--- src/common/hisBuilder_params.svh ---
`ifndef HISBUILDER_PARAMS_SVH
`define HISBUILDER_PARAMS_SVH

// timestamp width per sample
`define HIS_NP 8

// bin address width, 16 bins per histogram
// and 16 values in the fine window
`define HIS_NB 4

// pixels sharing one histogram memory
`define HIS_PIXELS 4

// samples per pixel per acquisition
`define HIS_SAMPLES 4

// acquisitions per pass
`define HIS_ACQS 2

// bin counter width
`define HIS_COUNT_W 8

`endif

--- src/common/hisPkg.sv ---
`default_nettype none
`include "hisBuilder_params.svh"

package hisPkg;

    // raw timestamp from the sensor
    typedef logic [`HIS_NP-1:0] timestampT;

    // bin address within one pixel histogram
    typedef logic [`HIS_NB-1:0] binT;

    // occupancy of one bin
    typedef logic [`HIS_COUNT_W-1:0] countT;

    // pixel index
    typedef logic [1:0] pixelT;

    // one timestamp per pixel, pixel 0 in the low bits
    typedef logic [`HIS_PIXELS*`HIS_NP-1:0] peakVecT;

    // coarse pass first, then fine pass
    typedef enum logic {
        passCoarse,
        passFine
    } passT;

endpackage

`default_nettype wire

--- src/hdl/frameSequencer.sv ---
`timescale 1ns/1ps
`default_nettype none
`include "hisBuilder_params.svh"

module frameSequencer import hisPkg::*; (
    input  wire logic      clk,
    input  wire logic      res,
    input  wire logic      wrEn,
    input  wire timestampT data,
    output logic           sampleValid,
    output timestampT      sample,
    output pixelT          pixel,
    output passT           pass,
    output logic           passLast
);

    localparam int sampW = (`HIS_SAMPLES > 1) ? $clog2(`HIS_SAMPLES) : 1;
    localparam int acqW  = (`HIS_ACQS > 1) ? $clog2(`HIS_ACQS) : 1;

    logic [sampW-1:0] sampCnt;
    pixelT            pixCnt;
    logic [acqW-1:0]  acqCnt;
    passT             passState;
    logic             lastSample;

    // final sample of the final pixel of the final acquisition
    assign lastSample = wrEn
                     && sampCnt == sampW'(`HIS_SAMPLES - 1)
                     && pixCnt == pixelT'(`HIS_PIXELS - 1)
                     && acqCnt == acqW'(`HIS_ACQS - 1);

    always_ff @(posedge clk or negedge res) begin
        if (!res) begin
            sampCnt     <= '0;
            pixCnt      <= '0;
            acqCnt      <= '0;
            passState   <= passCoarse;
            pass        <= passCoarse;
            sampleValid <= 1'b0;
            passLast    <= 1'b0;
        end else begin
            sampleValid <= wrEn;
            passLast    <= lastSample;
            if (wrEn) begin
                // pass tag holds until the next accepted sample
                pass <= passState;
                // samples nest inside pixels, pixels inside acquisitions
                if (sampCnt == sampW'(`HIS_SAMPLES - 1)) begin
                    sampCnt <= '0;
                    if (pixCnt == pixelT'(`HIS_PIXELS - 1)) begin
                        pixCnt <= '0;
                        if (acqCnt == acqW'(`HIS_ACQS - 1)) begin
                            acqCnt <= '0;
                        end else begin
                            acqCnt <= acqCnt + 1'b1;
                        end
                    end else begin
                        pixCnt <= pixCnt + 1'b1;
                    end
                end else begin
                    sampCnt <= sampCnt + 1'b1;
                end
                if (lastSample) begin
                    passState <= (passState == passCoarse) ? passFine : passCoarse;
                end
            end
        end
    end

    // payload only
    always_ff @(posedge clk) begin
        if (wrEn) begin
            sample <= data;
            pixel  <= pixCnt;
        end
    end

    // downstream clear and window update need the idle gap
    idleAfterPass: assert property (@(posedge clk) disable iff (!res)
        passLast |-> !wrEn [*4])
        else $error("wrEn inside the idle gap after a pass");

endmodule

`default_nettype wire

--- src/hdl/hisBuilderTop.sv ---
`timescale 1ns/1ps
`default_nettype none
`include "hisBuilder_params.svh"

module hisBuilderTop import hisPkg::*; (
    input  wire logic      clk,
    input  wire logic      res,
    input  wire logic      wrEn,
    input  wire timestampT data,
    output peakVecT        peakValues,
    output logic           resultValid
);

    // sequencer tags
    logic      sampleValid;
    timestampT sample;
    pixelT     seqPixel;
    passT      seqPass;
    logic      seqPassLast;

    // mapper outputs
    logic      binValid;
    binT       mapBin;
    pixelT     mapPixel;
    logic      mapPassLast;
    passT      mapPass;

    // histogram outputs
    logic      countValid;
    countT     count;
    binT       ramBin;
    pixelT     ramPixel;
    logic      ramPassLast;

    // tracker to window
    logic      passDone;
    passT      donePass;
    logic [`HIS_PIXELS*`HIS_NB-1:0] peakBins;
    peakVecT   lowerBounds;

    frameSequencer sequencer (
        .clk         (clk),
        .res         (res),
        .wrEn        (wrEn),
        .data        (data),
        .sampleValid (sampleValid),
        .sample      (sample),
        .pixel       (seqPixel),
        .pass        (seqPass),
        .passLast    (seqPassLast)
    );

    binMapper mapper (
        .clk         (clk),
        .res         (res),
        .sampleValid (sampleValid),
        .sample      (sample),
        .pixel       (seqPixel),
        .pass        (seqPass),
        .passLast    (seqPassLast),
        .lowerBounds (lowerBounds),
        .binValid    (binValid),
        .bin         (mapBin),
        .pixelOut    (mapPixel),
        .passLastOut (mapPassLast),
        .passOut     (mapPass)
    );

    // pass end strobe clears the bins
    histogramRam ram (
        .clk         (clk),
        .res         (res),
        .binValid    (binValid),
        .bin         (mapBin),
        .pixel       (mapPixel),
        .passLast    (mapPassLast),
        .clear       (passDone),
        .countValid  (countValid),
        .count       (count),
        .binOut      (ramBin),
        .pixelOut    (ramPixel),
        .passLastOut (ramPassLast)
    );

    peakTracker tracker (
        .clk        (clk),
        .res        (res),
        .countValid (countValid),
        .count      (count),
        .bin        (ramBin),
        .pixel      (ramPixel),
        .passLast   (ramPassLast),
        .passIn     (mapPass),
        .passDone   (passDone),
        .donePass   (donePass),
        .peakBins   (peakBins)
    );

    windowCalc window (
        .clk         (clk),
        .res         (res),
        .passDone    (passDone),
        .donePass    (donePass),
        .peakBins    (peakBins),
        .lowerBounds (lowerBounds),
        .peakValues  (peakValues),
        .resultValid (resultValid)
    );

endmodule

`default_nettype wire

--- src/hdl/windowCalc.sv ---
`timescale 1ns/1ps
`default_nettype none
`include "hisBuilder_params.svh"

module windowCalc import hisPkg::*; (
    input  wire logic  clk,
    input  wire logic  res,
    input  wire logic  passDone,
    input  wire passT  donePass,
    input  wire logic [`HIS_PIXELS*`HIS_NB-1:0] peakBins,
    output peakVecT    lowerBounds,
    output peakVecT    peakValues,
    output logic       resultValid
);

    localparam int coarseW  = 1 << (`HIS_NP - `HIS_NB);
    localparam int windowW  = 1 << `HIS_NB;
    localparam int topBound = (1 << `HIS_NP) - windowW;

    peakVecT nextBounds;
    peakVecT nextPeaks;

    // window centred on the middle of the coarse peak bin
    always_comb begin
        int lo;
        for (int p = 0; p < `HIS_PIXELS; p++) begin
            lo = int'(peakBins[p*`HIS_NB +: `HIS_NB]) * coarseW
               + coarseW / 2 - windowW / 2;
            // keep the whole window inside the timestamp range
            if (lo < 0) begin
                lo = 0;
            end else if (lo > topBound) begin
                lo = topBound;
            end
            nextBounds[p*`HIS_NP +: `HIS_NP] = timestampT'(lo);
        end
    end

    // fine bin is an offset from the window start
    always_comb begin
        for (int p = 0; p < `HIS_PIXELS; p++) begin
            nextPeaks[p*`HIS_NP +: `HIS_NP] = lowerBounds[p*`HIS_NP +: `HIS_NP]
                + timestampT'(peakBins[p*`HIS_NB +: `HIS_NB]);
        end
    end

    always_ff @(posedge clk or negedge res) begin
        if (!res) begin
            lowerBounds <= '0;
            peakValues  <= '0;
            resultValid <= 1'b0;
        end else begin
            // one pulse per frame
            resultValid <= passDone && (donePass == passFine);
            if (passDone) begin
                if (donePass == passCoarse) begin
                    lowerBounds <= nextBounds;
                end else begin
                    peakValues <= nextPeaks;
                end
            end
        end
    end

endmodule

`default_nettype wire

--- src/histogram/binMapper.sv ---
`timescale 1ns/1ps
`default_nettype none
`include "hisBuilder_params.svh"

module binMapper import hisPkg::*; (
    input  wire logic      clk,
    input  wire logic      res,
    input  wire logic      sampleValid,
    input  wire timestampT sample,
    input  wire pixelT     pixel,
    input  wire passT      pass,
    input  wire logic      passLast,
    input  wire peakVecT   lowerBounds,
    output logic           binValid,
    output binT            bin,
    output pixelT          pixelOut,
    output logic           passLastOut,
    output passT           passOut
);

    timestampT lowerBound;
    timestampT offset;
    binT       coarseBin;
    binT       fineBin;
    logic      inWindow;
    logic      keep;

    always_comb begin
        lowerBound = lowerBounds[pixel*`HIS_NP +: `HIS_NP];
        // coarse bin is the timestamp msbs
        coarseBin  = sample[`HIS_NP-1 -: `HIS_NB];
        offset     = sample - lowerBound;
        // inside when offset fits in the bin field
        inWindow   = (sample >= lowerBound) && ((offset >> `HIS_NB) == '0);
        fineBin    = offset[`HIS_NB-1:0];
        // fine samples outside the window are dropped
        keep       = (pass == passCoarse) || inWindow;
    end

    always_ff @(posedge clk or negedge res) begin
        if (!res) begin
            binValid    <= 1'b0;
            passLastOut <= 1'b0;
            passOut     <= passCoarse;
        end else begin
            binValid    <= sampleValid && keep;
            // pass end still travels on a dropped sample
            passLastOut <= sampleValid && passLast;
            if (sampleValid) begin
                passOut <= pass;
            end
        end
    end

    always_ff @(posedge clk) begin
        if (sampleValid) begin
            bin      <= (pass == passCoarse) ? coarseBin : fineBin;
            pixelOut <= pixel;
        end
    end

endmodule

`default_nettype wire

--- src/histogram/histogramRam.sv ---
`timescale 1ns/1ps
`default_nettype none
`include "hisBuilder_params.svh"

module histogramRam import hisPkg::*; (
    input  wire logic  clk,
    input  wire logic  res,
    input  wire logic  binValid,
    input  wire binT   bin,
    input  wire pixelT pixel,
    input  wire logic  passLast,
    input  wire logic  clear,
    output logic       countValid,
    output countT      count,
    output binT        binOut,
    output pixelT      pixelOut,
    output logic       passLastOut
);

    localparam int depth = `HIS_PIXELS << `HIS_NB;
    localparam int addrW = $clog2(depth);

    countT            mem [depth];
    // a clear bit marks a bin as empty whatever mem holds
    logic [depth-1:0] validBits;
    logic [addrW-1:0] addr;
    countT            nextCount;

    // one histogram per pixel, bins contiguous
    assign addr = {pixel, bin};

    // read and increment in the same stage, so repeats of a bin are safe
    assign nextCount = validBits[addr] ? mem[addr] + countT'(1) : countT'(1);

    always_ff @(posedge clk or negedge res) begin
        if (!res) begin
            validBits   <= '0;
            countValid  <= 1'b0;
            passLastOut <= 1'b0;
        end else begin
            countValid  <= binValid;
            passLastOut <= passLast;
            // lazy clear at pass end
            if (clear) begin
                validBits <= '0;
            end else if (binValid) begin
                validBits[addr] <= 1'b1;
            end
        end
    end

    always_ff @(posedge clk) begin
        if (binValid) begin
            mem[addr] <= nextCount;
            count     <= nextCount;
            binOut    <= bin;
            pixelOut  <= pixel;
        end
    end

    // a wrapped counter would show up as zero
    noWrap: assert property (@(posedge clk) disable iff (!res)
        binValid |=> count != '0)
        else $error("bin counter wrapped");

endmodule

`default_nettype wire

--- src/histogram/peakTracker.sv ---
`timescale 1ns/1ps
`default_nettype none
`include "hisBuilder_params.svh"

module peakTracker import hisPkg::*; (
    input  wire logic  clk,
    input  wire logic  res,
    input  wire logic  countValid,
    input  wire countT count,
    input  wire binT   bin,
    input  wire pixelT pixel,
    input  wire logic  passLast,
    input  wire passT  passIn,
    output logic       passDone,
    output passT       donePass,
    output logic [`HIS_PIXELS*`HIS_NB-1:0] peakBins
);

    countT maxCount [`HIS_PIXELS];
    binT   maxBin   [`HIS_PIXELS];

    always_ff @(posedge clk or negedge res) begin
        if (!res) begin
            passDone <= 1'b0;
            donePass <= passCoarse;
            for (int p = 0; p < `HIS_PIXELS; p++) begin
                maxCount[p] <= '0;
                maxBin[p]   <= '0;
            end
        end else begin
            passDone <= passLast;
            if (passLast) begin
                donePass <= passIn;
            end
            // windowCalc samples the bins on this same edge
            if (passDone) begin
                for (int p = 0; p < `HIS_PIXELS; p++) begin
                    maxCount[p] <= '0;
                    maxBin[p]   <= '0;
                end
            end else if (countValid && count > maxCount[pixel]) begin
                // strictly greater, earlier bin keeps a tie
                maxCount[pixel] <= count;
                maxBin[pixel]   <= bin;
            end
        end
    end

    // flatten, pixel 0 low
    always_comb begin
        for (int p = 0; p < `HIS_PIXELS; p++) begin
            peakBins[p*`HIS_NB +: `HIS_NB] = maxBin[p];
        end
    end

    // a count on the clearing edge would be lost
    noCountOnClear: assert property (@(posedge clk) disable iff (!res)
        passDone |-> !countValid)
        else $error("count arrived on the pass-end clear");

endmodule

`default_nettype wire

--- config.mk ---
export PLATFORM = sky130hd
export DESIGN_NAME = hisBuilderTop
export DESIGN_NICKNAME = d
export VERILOG_FILES = /design/src/common/hisPkg.sv /design/src/hdl/frameSequencer.sv /design/src/hdl/hisBuilderTop.sv /design/src/hdl/windowCalc.sv /design/src/histogram/binMapper.sv /design/src/histogram/histogramRam.sv /design/src/histogram/peakTracker.sv
export VERILOG_INCLUDE_DIRS = /design/src /design/src/common
export SDC_FILE = /design/constraint.sdc
export NUM_CORES = 1
export LEC_CHECK = 0
export BUFFER_PORTS_ARGS = -buffer_cell sky130_fd_sc_hd__buf_2
export CORE_AREA = 2 2 343 345
export CTS_CLUSTER_SIZE = 20
export DETAILED_ROUTE_END_ITERATION = 16
export DIE_AREA = 0 0 345 347
export PLACE_DENSITY = 0.42
export SLEW_MARGIN = 20
export SYNTH_ARGS = -nofsm -noshare
export SYNTH_HDL_FRONTEND = slang
export SYNTH_SLANG_ARGS = --single-unit
--- constraint.sdc ---
create_clock -name clk -period 7.47 [get_ports clk]
set_input_delay 0.747 -clock clk [delete_from_list [all_inputs] [get_ports clk]]
set_output_delay 0.747 -clock clk [all_outputs]
set_load 0.02 [all_outputs]
==> flow_summary.toml <==
[power_and_ir_drop]
power_density_nw_per_um2 = 363
seqPwrFrac = 0.471
leakage_nw = 11.8
netSwitchingPower_mw = 3.59
intPower_mw = 8.65
ir_worst_vdd_mv = 0.183
pwr-share-comb = 0.201
swShare = 0.293
power_frac_clock = 0.328

[critical_path]
cp-start-kind = "flip-flop"
cp.arrival_ns = 5.47
path_class = "flip-flop to flip-flop"
reg2reg_depth = 7
crit_path_end_kind = "flip-flop"
worst-endpoint-required_ns = 7.88
cp_max_fo = 40

[global_routing]
grt_pass1_wl_mm = 115
grt_use_total = 0.132
grt_max_degree = 104
grt_overflow = 0
grt_pass1_vias = 15700
grtUsageMet3 = 0.0213
groute.layer.met1.usage = 0.184
grt-busiest-layer = "met2"
grt.met2_usage = 0.214
antenna_found_initial = 0

[status]
status = "complete, no violations"

[synthesis]
synthArstFlopShare = 0.244
syn-num-nets = 1641
synth_edf_count = 542
synthesis.area_um2 = 28800
synthCells = 1614
ys_seq_area_frac = 0.723
ys_ff_latch = 725
ys.flop_type = "edfxtp_1"
syn_avg_cell_area_um2 = 17.8
synth_warnings = 0
synth_cell_types = 56

[job]
cap_violations = 0

[detailed_routing]
antenna_left = 0
drcViolationCount = 0
wirelength_mm = 79.1
dr.pass1.iters = 5
wire_per_inst_um = 24.0
drt_iter0_drc = 1242
vias = 15000
viasPerCell = 4.55

[timing]
min_period_ns = 5.06
fin_tns_setup_ns = 0
final-hold-violation-count = 0
drv_slew = 0
setup_viol = 0
skew_ns = 0.0266
worst_slew_pin_slew_ns = 1.13
fmax_ghz = 0.198
rsz0062_at_grt = "no"
maxSlewHeadroom = 0.245
fin_ws_ns = 2.41
fin_crit_sh = 0.677
whs_ns = 0.267

[layout]
syn_to_final_growth_pct = 17.1
n_fill_cell = 11500
seqCellArea_um2 = 20800
antenna_cells = 0
drive_above_1_share = 0.278
final_net_count = 1733
multiInputGateArea_um2 = 7600

[placed_design]
place.gp.congestion = 0.840
place_ws_ns = 2.35
dp_hpwl_mm = 48.5
io_buffers = 43

[floorplanning]
ios = 44
die_w_um = 345
core_area_um2 = 116000
die_y_um = 347
die_area_um2 = 120000
row_count = 125
initial_core_util = 0.249

[cts]
numCtsBuffers = 82
clk-insertion-delay-late_ns = 0.64
clock_path_buffers = 3
h-tree-depth = 3
post_cts_buffers = 0
cts-hold-fix-buffers = 0
clk_pin_slew_worst_paths_ns = 0.06
ctsResizeCount = 0
root_buffer = "clkbuf_16"
numClockSinks = 725
tritoncts = "yes"

[min_path]
holdCritPathClass = "input port to async pin"
## power by group through the flow
stage | clock (mW) | combinational, mW | sequential [mW]
final | 4.01 | 2.46 | 5.77
after global placement | 0 | 2.43 | 5.84
after detailed placement | 0 | 2.49 | 5.86
after CTS | 4.11 | 2.50 | 5.79
after global routing | 4.28 | 2.70 | 5.84
after floorplan | 0 | 1.61 | 5.67
## cells by family after synthesis
kind of cell	Yosys count	share of synthesized area
compound gates	101	0.0239
xor+xnor	5	0.00152
fa+ha+maj	16	0.00695
buf+inv	104	0.0180
flops	725	0.723
mux	303	0.174
simple gates	360	0.0526
## synthesized netlist by cell type (2+ instances only)
| library cell | instances | area share |
|---|---|---|
| o22ai_1 | 12 | 0.0026 |
| and3_1 | 3 | 0.00065 |
| inv_1 | 20 | 0.0026 |
| buf_6 | 9 | 0.0035 |
| a21oi_1 | 23 | 0.0040 |
| nor3b_1 | 2 | 0.00052 |
| o221ai_1 | 14 | 0.0043 |
| or2_2 | 3 | 0.00065 |
| a221oi_1 | 5 | 0.0015 |
| xnor2_1 | 2 | 0.00061 |
| nand2_1 | 30 | 0.0039 |
| buf_2 | 12 | 0.0021 |
| mux2_1 | 4 | 0.0016 |
| nand4_1 | 4 | 0.00087 |
| buf_4 | 11 | 0.0029 |
| or4_1 | 2 | 0.00052 |
| and2_1 | 3 | 0.00065 |
| or3_1 | 2 | 0.00043 |
| nor2b_1 | 12 | 0.0026 |
| buf_1 | 10 | 0.0013 |
| and3b_1 | 3 | 0.00091 |
| mux4_2 | 149 | 0.12 |
| nand3b_1 | 4 | 0.0010 |
| nand2b_1 | 7 | 0.0015 |
| nor2_1 | 264 | 0.034 |
| mux2_2 | 85 | 0.033 |
| a211oi_1 | 3 | 0.00078 |
| nand3_1 | 12 | 0.0021 |
| mux2i_1 | 65 | 0.023 |
| xor2_1 | 3 | 0.00091 |
| ha_1 | 16 | 0.0070 |
| nor4_1 | 2 | 0.00043 |
| a22oi_1 | 19 | 0.0050 |
| clkbuf_1 | 40 | 0.0052 |
| edfxtp_1 | 542 | 0.57 |
| nor3_1 | 6 | 0.0010 |
| dfxtp_1 | 6 | 0.0042 |
| dfrtp_1 | 177 | 0.15 |
| o21ai_0 | 11 | 0.0019 |
## state kept, by name, indices dropped and copies added (netlist names), 2 cells and up, named ones only
register / count
ram.binOut: 4
sequencer.pixel: 2
sequencer.sampCnt: 2
ram.pixelOut: 2
mapper.pixelOut: 2
window.peakValues: 32
window.lowerBounds: 16
sequencer.sample: 8
ram.mem: 512
ram.count: 8
mapper.bin: 4
tracker.maxCount: 32
sequencer.pixCnt: 2
tracker.peakBins: 16
ram.validBits: 64
## final cells by class
type | instances | area share
Clock buffer | 121 | 0.0704
Sequential cell | 725 | 0.618
Inverter | 21 | 0.00234
Tap cell | 1524 | 0.0565
Multi-Input combinational cell | 785 | 0.225
Clock inverter | 30 | 0.00887
Timing Repair Buffer | 91 | 0.0183
## layer usage
layer / vias to the layer above / wire (µm)
met5: - / 0
met4: 0 / 1850
met3: 113 / 3410
met2: 362 / 37300
met1: 8072 / 36500
li1: 6442 / -
## per-stage QoR
step                cell area [µm²]  utilization  std cells  power [mW]
floorplan                     28800            -       1614        7.28
CTS                           33700        0.291       3296        12.4
global route                  33700        0.291       3297        12.8
detailed placement            31000        0.268       3145        8.36
global placement              30900        0.267       3145        8.27
finish                        33700        0.291       3297        12.2
## final timing paths
check	start	slack, ns	to
max	flip-flop	2.41	ram.mem[55][7]
min	res	0.27	sequencer.sampCnt[1]
max reg2reg	flip-flop	2.41	ram.mem[55][7]
min reg2reg	mapper.passLastOut	0.36	ram.passLastOut
max in group asynchronous	res	5.99	window.lowerBounds[21]
min in group clk	data[0]	0.30	sequencer.sample[0]
## worst max-delay path: stages, from the launching register on
cell,delay (ns)
dfxtp_4,0.97
buf_4,0.61
mux4_2,0.57
mux4_2,0.53
mux4_2,0.49
or4_1,0.47
a21oi_4,0.70
buf_4,0.45
## cells in the final DEF (no fill, tap or decap), types with 21 or more instances in the layout
cell and instances:
a21oi_1 21, buf_2 42, buf_4 46, clkbuf_1 26
clkbuf_16 86, dfrtp_1 175, edfxtp_1 542, mux2_2 85
mux2i_1 65, mux4_2 149, nand2_1 29, nor2_1 228
nor2_2 33
No activity file was read; power rests on OpenSTA's default activity.
